### src/hw/ts_monitor_settings.svh
`ifndef TS_MONITOR_SETTINGS_SVH
`define TS_MONITOR_SETTINGS_SVH

// one transport stream packet, header included.
`define TS_PACKET_BYTES 188
`define TS_SYNC_BYTE 8'h47

// the bus word carries four stream bytes, lowest byte first.
`define TS_WORD_BYTES 4
`define TS_PACKET_WORDS 47

// config word layout: PID in bits 12:0, enable flag here.
`define TS_CFG_ENABLE_BIT 16

`endif

### src/hw/ts_monitor_pkg.sv
package ts_monitor_pkg;

	// one byte of the incoming stream.
	typedef logic [7:0] ts_byte_t;

	// 13-bit packet identifier from the header.
	typedef logic [12:0] pid_t;

	// config and readout data word.
	typedef logic [31:0] bus_word_t;

	// word address inside one bank, 0 to 46.
	typedef logic [5:0] word_index_t;

	// byte position inside a packet, 0 to 188.
	typedef logic [7:0] byte_index_t;

endpackage

### src/hw/packet_capture.sv
`timescale 1ns/1ps
`include "ts_monitor_settings.svh"

module packet_capture (
	input  logic                        clk,
	input  logic                        rst_n,
	input  logic                        pkt_start,
	input  logic                        pkt_drop,
	input  ts_monitor_pkg::ts_byte_t    tail_byte,
	input  logic                        tail_valid,
	input  logic                        capture_bank,
	input  logic                        rd_bank,
	input  ts_monitor_pkg::word_index_t rd_addr,
	output ts_monitor_pkg::bus_word_t   rd_word,
	output logic                        busy
);

	// two banks of byte-lane words, lane 0 holds the lowest byte.
	logic [`TS_WORD_BYTES-1:0][7:0] bank_mem [0:1][0:`TS_PACKET_WORDS-1];

	ts_monitor_pkg::byte_index_t byte_count;
	ts_monitor_pkg::word_index_t wr_word;
	logic [1:0] wr_lane;
	logic wr_en;
	logic last_byte;

	assign wr_en = busy && tail_valid && (byte_count < `TS_PACKET_BYTES);
	assign wr_word = ts_monitor_pkg::word_index_t'(byte_count / `TS_WORD_BYTES);
	assign wr_lane = 2'(byte_count % `TS_WORD_BYTES);
	assign last_byte = (byte_count == 8'(`TS_PACKET_BYTES - 1));

	always_ff @(posedge clk) begin
		if (wr_en) begin
			bank_mem[capture_bank][wr_word][wr_lane] <= tail_byte;
		end
	end

	// a new header may coincide with the final byte of the previous packet,
	// so the write above still happens while the counter restarts here.
	always_ff @(posedge clk) begin
		if (!rst_n) begin
			byte_count <= '0;
			busy <= 1'b0;
		end else begin
			if (wr_en) begin
				byte_count <= byte_count + 1'b1;
				if (last_byte) begin
					busy <= 1'b0;
				end
			end
			if (pkt_start) begin
				byte_count <= '0;
				busy <= 1'b1;
			end else if (pkt_drop) begin
				busy <= 1'b0;
			end
		end
	end

	assign rd_word = bank_mem[rd_bank][rd_addr];

endmodule

### src/hw/packet_pump.sv
`timescale 1ns/1ps
`include "ts_monitor_settings.svh"

module packet_pump (
	input  logic                        clk,
	input  logic                        rst_n,
	input  logic                        pump_request,
	input  logic                        busy,
	output logic                        capture_bank,
	output logic                        rd_bank,
	output ts_monitor_pkg::word_index_t rd_addr,
	input  ts_monitor_pkg::bus_word_t   rd_word,
	output logic                        pump_ready,
	output ts_monitor_pkg::bus_word_t   out_word,
	output ts_monitor_pkg::word_index_t out_word_index,
	output logic                        out_word_valid
);

	typedef enum logic {
		st_idle,
		st_readout
	} pump_state_t;

	pump_state_t state;
	logic last_out;

	localparam ts_monitor_pkg::word_index_t last_word = 6'(`TS_PACKET_WORDS - 1);

	// the readout is over once the final word has been presented.
	assign last_out = out_word_valid && (out_word_index == last_word);
	assign rd_bank = !capture_bank;

	always_ff @(posedge clk) begin
		if (!rst_n) begin
			state <= st_idle;
			capture_bank <= 1'b0;
			rd_addr <= '0;
			pump_ready <= 1'b0;
			out_word_valid <= 1'b0;
		end else begin
			case (state)
				st_idle: begin
					if (pump_request) begin
						// a half-written packet keeps its bank.
						if (!busy) begin
							capture_bank <= !capture_bank;
						end
						rd_addr <= '0;
						pump_ready <= 1'b0;
						state <= st_readout;
					end
				end
				st_readout: begin
					if (last_out) begin
						out_word_valid <= 1'b0;
						pump_ready <= 1'b1;
						state <= st_idle;
					end else begin
						out_word_valid <= 1'b1;
						if (rd_addr != last_word) begin
							rd_addr <= rd_addr + 1'b1;
						end
					end
				end
				default: state <= st_idle;
			endcase
		end
	end

	always_ff @(posedge clk) begin
		if ((state == st_readout) && !last_out) begin
			out_word <= rd_word;
			out_word_index <= rd_addr;
		end
	end

endmodule

### src/hw/pid_match_ctrl.sv
`timescale 1ns/1ps
`include "ts_monitor_settings.svh"

module pid_match_ctrl (
	input  logic                      clk,
	input  logic                      rst_n,
	input  logic                      cfg_write,
	input  ts_monitor_pkg::bus_word_t cfg_index,
	input  ts_monitor_pkg::bus_word_t cfg_data,
	output ts_monitor_pkg::bus_word_t cfg_readback,
	input  logic                      match_enable,
	input  logic                      hdr_found,
	input  ts_monitor_pkg::pid_t      hdr_pid,
	output logic                      pkt_start,
	output logic                      pkt_drop
);

	ts_monitor_pkg::pid_t cfg_pid;
	logic cfg_enable;
	logic pid_hit;

	// only slot 0 exists; other indices are silently ignored.
	always_ff @(posedge clk) begin
		if (!rst_n) begin
			cfg_pid <= '0;
			cfg_enable <= 1'b0;
		end else if (cfg_write && (cfg_index == '0)) begin
			cfg_pid <= cfg_data[12:0];
			cfg_enable <= cfg_data[`TS_CFG_ENABLE_BIT];
		end
	end

	always_comb begin
		cfg_readback = '0;
		cfg_readback[12:0] = cfg_pid;
		cfg_readback[`TS_CFG_ENABLE_BIT] = cfg_enable;
	end

	assign pid_hit = (hdr_pid == cfg_pid) && cfg_enable && match_enable;

	// every header produces exactly one of the two decisions.
	assign pkt_start = hdr_found && pid_hit;
	assign pkt_drop = hdr_found && !pid_hit;

endmodule

### src/hw/ts_header_detect.sv
`timescale 1ns/1ps
`include "ts_monitor_settings.svh"

module ts_header_detect (
	input  logic                   clk,
	input  logic                   rst_n,
	input  ts_monitor_pkg::ts_byte_t ts_data,
	input  logic                   ts_sync,
	input  logic                   ts_valid,
	output logic                   hdr_found,
	output ts_monitor_pkg::pid_t   hdr_pid,
	output ts_monitor_pkg::ts_byte_t tail_byte,
	output logic                   tail_valid
);

	ts_monitor_pkg::ts_byte_t data_d1;
	ts_monitor_pkg::ts_byte_t data_d2;
	ts_monitor_pkg::ts_byte_t data_d3;
	logic sync_d1;
	logic sync_d2;

	// byte delay line, advanced once per strobe.
	always_ff @(posedge clk) begin
		if (ts_valid) begin
			data_d1 <= ts_data;
			data_d2 <= data_d1;
			data_d3 <= data_d2;
		end
	end

	always_ff @(posedge clk) begin
		if (!rst_n) begin
			sync_d1 <= 1'b0;
			sync_d2 <= 1'b0;
		end else if (ts_valid) begin
			sync_d1 <= ts_sync;
			sync_d2 <= sync_d1;
		end
	end

	// when the sync byte sits two places back, the PID bytes are d1 and the input.
	assign hdr_found = ts_valid && sync_d2 && (data_d2 == `TS_SYNC_BYTE);
	assign hdr_pid = {data_d1[4:0], ts_data};

	// the oldest stage leaves the line on the same strobe that shifts it.
	assign tail_byte = data_d3;
	assign tail_valid = ts_valid;

endmodule

### src/hw/ts_monitor_top.sv
`timescale 1ns/1ps

module ts_monitor_top (
	input  logic                        clk,
	input  logic                        rst_n,
	input  ts_monitor_pkg::ts_byte_t    ts_data,
	input  logic                        ts_sync,
	input  logic                        ts_valid,
	input  logic                        match_enable,
	input  logic                        cfg_write,
	input  ts_monitor_pkg::bus_word_t   cfg_index,
	input  ts_monitor_pkg::bus_word_t   cfg_data,
	output ts_monitor_pkg::bus_word_t   cfg_readback,
	input  logic                        pump_request,
	output logic                        pump_ready,
	output ts_monitor_pkg::bus_word_t   out_word,
	output ts_monitor_pkg::word_index_t out_word_index,
	output logic                        out_word_valid
);

	logic hdr_found;
	ts_monitor_pkg::pid_t hdr_pid;
	ts_monitor_pkg::ts_byte_t tail_byte;
	logic tail_valid;
	logic pkt_start;
	logic pkt_drop;
	logic busy;
	logic capture_bank;
	logic rd_bank;
	ts_monitor_pkg::word_index_t rd_addr;
	ts_monitor_pkg::bus_word_t rd_word;

	ts_header_detect u_header_detect (
		.clk(clk), .rst_n(rst_n), .ts_data(ts_data), .ts_sync(ts_sync),
		.ts_valid(ts_valid), .hdr_found(hdr_found), .hdr_pid(hdr_pid),
		.tail_byte(tail_byte), .tail_valid(tail_valid)
	);

	pid_match_ctrl u_pid_match_ctrl (
		.clk(clk), .rst_n(rst_n), .cfg_write(cfg_write), .cfg_index(cfg_index),
		.cfg_data(cfg_data), .cfg_readback(cfg_readback), .match_enable(match_enable),
		.hdr_found(hdr_found), .hdr_pid(hdr_pid), .pkt_start(pkt_start),
		.pkt_drop(pkt_drop)
	);

	packet_capture u_packet_capture (
		.clk(clk), .rst_n(rst_n), .pkt_start(pkt_start), .pkt_drop(pkt_drop),
		.tail_byte(tail_byte), .tail_valid(tail_valid), .capture_bank(capture_bank),
		.rd_bank(rd_bank), .rd_addr(rd_addr), .rd_word(rd_word), .busy(busy)
	);

	packet_pump u_packet_pump (
		.clk(clk), .rst_n(rst_n), .pump_request(pump_request), .busy(busy),
		.capture_bank(capture_bank), .rd_bank(rd_bank), .rd_addr(rd_addr),
		.rd_word(rd_word), .pump_ready(pump_ready), .out_word(out_word),
		.out_word_index(out_word_index), .out_word_valid(out_word_valid)
	);

endmodule

### config.mk
export PLATFORM = sky130hd
export DESIGN_NAME = ts_monitor_top
export DESIGN_NICKNAME = d
export VERILOG_FILES = /design/src/hw/ts_monitor_pkg.sv /design/src/hw/packet_capture.sv /design/src/hw/packet_pump.sv /design/src/hw/pid_match_ctrl.sv /design/src/hw/ts_header_detect.sv /design/src/hw/ts_monitor_top.sv
export VERILOG_INCLUDE_DIRS = /design/src /design/src/hw
export SDC_FILE = /design/constraint.sdc
export NUM_CORES = 2
export LEC_CHECK = 0
export BUFFER_PORTS_ARGS = -buffer_cell sky130_fd_sc_hd__buf_2
export CAP_MARGIN = 20
export CORE_MARGIN = 2
export CORE_UTILIZATION = 37
export DETAILED_ROUTE_END_ITERATION = 10
export SETUP_SLACK_MARGIN = 0.5
export SYNTH_ARGS = -nofsm -noshare
export SYNTH_HDL_FRONTEND = slang
export SYNTH_SLANG_ARGS = --single-unit
### constraint.sdc
create_clock -name clk -period 6.5 [get_ports clk]
set_input_delay 0.65 -clock clk [delete_from_list [all_inputs] [get_ports clk]]
set_output_delay 0.65 -clock clk [all_outputs]
set_load 0.01 [all_outputs]
==> out/results.tsv <==
metric	value	unit
status	finished, violations left	
failing checks	design-rule violations	
row cnt	209	
CTS tree	yes	
Fmax achieved	0.235	GHz
final hold vios	0	
distinct cell type count after synthesis	72	
Post-DRT Antenna Nets	0	
final instance area	137000	um2
via count	59700	
GPL Wtd Cong	0.832	
Comb power frac	4.2	%
Setup Skew	0.0643	ns
gr usage total	19.3	%
measured slew at the worst slew-check pin	1.35	ns
Tot Pwr	42.0	mW
Hold-fix buffers, CTS	24	
DR top layer	met5	
main flop type after synthesis	edfxtp_1	
synthesis-to-layout area growth	13.3	%
CTS Buf Count	327	
Post-Place Worst Slack	2.15	ns
met2 wire len	156	mm
R2R depth	7	
DP Cell Count	9990	
hold path endpoint	u_packet_pump.rd_addr[1]	
final WL	324	mm
Sw Pwr	8.70	mW
cts repair resizes	0	
Reg power frac	52.7	%
RSZ-0062 raised after global routing	false	
sequential area share after synthesis	77.0	%
Core ar.	324000	um2
switching share of power	20.7	%
internal power	33.3	mW
DR pass1 iterations	9	
hold path startpoint	rst_n	
Worst EP arrival	4.92	ns
number of port buffers	114	
slew margin rel.	10.1	%
area of the multi-input gates	25900	um2
Die ar.	331000	um2
Mean Syn Cell Area	21.0	um2
Initial Util	37.2	%
DR WL met3	26.7	mm
Longest Clk Path Bufs	4	
Die H	575	um
FF-to-FF setup slack	2.24	ns
register bit total from synthesis	3105	
CP required	7.16	ns
Post-Syn Area	121000	um2
Tmin final	4.26	ns
initial DRC count	7475	
Die W	575	um
root buffer cell	clkbuf_16	
dpl hpwl	196	mm
HP Class	in -> reg	
crit path max fanout	39	
area occupied by registers	92900	um2
Setup crit start kind	flop	
max-slew violation count	0	
reg2reg end	u_packet_pump.out_word[13]	
Worst Path Class, Setup	reg -> reg	
power per cell area	307	nW/um2
Post-synth ARST share	0	%
nets	6104	
Crit. Startpoint	u_packet_pump.capture_bank	
met1 wire length	131	mm
final worst path period share	65.5	%
Post-DP Area	126000	um2
DRC errors left	3	
Mapped Cells	5747	
maximum number of pins on one net before global-route repair	203	
non-filler cells, final	10600	
first-pass GRT wire length	457	mm
Clock Sinks	3105	
fin util	42.2	%
Post-CTS Repair Setup Buffers	0	
worst skew pair latency	0.97	ns
grt ovf	0	
htree depth	5	
hold depth	2	
Cell Chain, Critical Path	buf_12 > mux4_2 > a22o_1 > a221oi_1 > o22ai_1 > nor4_2 > a21oi_1	
worst hold slack	0.113	ns
Worst-path clk slew	0.06	ns
DR WL/cell	30.6	um
final setup TNS	0	ns
Critical-path top delay cell	nor4_2	
layout cells sized above 1	24.2	%
vias in the first global route	59800	
Max Cap Viol	0	
reg-to-reg startpoint	u_packet_pump.capture_bank	
Yosys warning count	0	
Vias/cell	5.63	
initial antenna violation count	18	
EDFF count, synth	3070	
Critical Path Max Stage Delay	1.02	ns
PnR worst setup slack	2.24	ns
Clk pwr share	43.1	%
Peak VDD IR	220	uV
Final setup violation count	0	
Critical Path End Type	flop	
Pleak	41.5	nW
final-layout fill cell count	28000	
Top Ports	151	
[kinds of logic (layout without fill, tap and decap cells)]
group	Yosys count	count (layout)	synth area share, %
DFF	3105	3105	77.0
AOI/OAI and AO/OA	309	309	1.70
muxes	949	949	16.0
buffers and inverters	357	856	1.65
adders and majority gates	6	6	0.0622
xor gates and xnor gates	23	23	0.167
other	1	26	0.00311
and+or+nand+nor	997	997	3.43
[per-layer routing]
metal,GRT usage (%),vias up
li1,-,24200
met1,26.6,32200
met2,30.6,2753
met3,3.73,470
met4,6.72,10
met5,0,-
[power by group through the flow]
stage | registers [mW] | logic [mW] | clock network (mW)
final | 22.1 | 1.77 | 18.1
after global routing | 22.1 | 1.89 | 19.1
after CTS | 22.1 | 1.80 | 18.3
after detailed placement | 22.6 | 1.78 | 0
after global placement | 22.6 | 1.75 | 0
after floorplan | 22.8 | 1.02 | 0
[cells in the mapped netlist, types with 26 or more instances]
master    instances  area share, %
edfxtp_1       3070             76
mux4_2          784             15
nor2_1          464            1.4
nand2_1         353            1.1
mux2i_1         146            1.2
buf_2           125           0.52
clkbuf_1         91           0.28
a21oi_1          72           0.30
buf_4            69           0.43
nand3_1          62           0.26
o21ai_0          43           0.18
dfxtp_1          35           0.58
buf_1            32           0.10
buf_6            31           0.29
a31oi_1          28           0.15
nor2b_1          26           0.13
[worst max-delay path by stage]
stage	slack [ns]	cells after the start	end
3_3_place_gp	2.12	7	u_packet_capture.bank_mem[1][521]
4_1_cts	2.18	7	u_packet_pump.out_word[13]
2_1_floorplan	0.79	0	u_packet_capture.bank_mem[0][0]
5_1_grt	2.13	8	u_packet_pump.out_word[13]
6_report	2.24	7	u_packet_pump.out_word[13]
3_5_place_dp	2.15	7	u_packet_capture.bank_mem[1][585]
[critical path, delay by kind of cell (launching register included)]
| kind | cells | cell delay [ns] |
|---|---|---|
| and+or+nand+nor | 1 | 1.02 |
| AOI/OAI and AO/OA | 4 | 1.06 |
| DFF | 1 | 0.84 |
| muxes | 1 | 0.57 |
| buffers and inverters | 1 | 0.42 |
[cells in the final DEF, fill, tap and decap left out, drive strengths merged, types with 19 or more instances in the layout]
master and count:
a21oi 72, a31oi 28, buf 250, bufinv 30
clkbuf 384, clkinv 146, dfxtp 35, dlygate4sd3 24
edfxtp 3070, mux2 19, mux2i 146, mux4 784
nand2 353, nand3 63, nor2 464, nor2b 26
o211ai 20, o21ai 57, o22ai 20
[state kept, by name, summed over array words and instances (netlist names)]
name / count
u_packet_capture.bank_mem: 3008
u_packet_pump.out_word: 32
u_pid_match_ctrl.cfg_pid: 13
u_header_detect.data_d1: 8
u_header_detect.data_d2: 8
u_header_detect.tail_byte: 8
u_packet_capture.byte_count: 8
u_packet_pump.out_word_index: 6
u_packet_pump.rd_addr: 6
u_header_detect.sync_d1: 1
u_header_detect.sync_d2: 1
u_packet_capture.busy: 1
u_packet_pump.capture_bank: 1
u_packet_pump.out_word_valid: 1
u_packet_pump.pump_ready: 1
u_packet_pump.state: 1
u_pid_match_ctrl.cfg_enable: 1
[final cells by class]
cell class | instances | share of cell area (%)
Clock buffer | 384 | 6.25
Antenna cell | 8 | 0.0146
Multi-Input combinational cell | 2302 | 19.0
Timing Repair Buffer | 274 | 1.62
Clock inverter | 189 | 1.21
Inverter | 9 | 0.0393
Sequential cell | 3105 | 67.9
Tap cell | 4325 | 3.96
No activity file was read; power rests on OpenSTA's default activity.
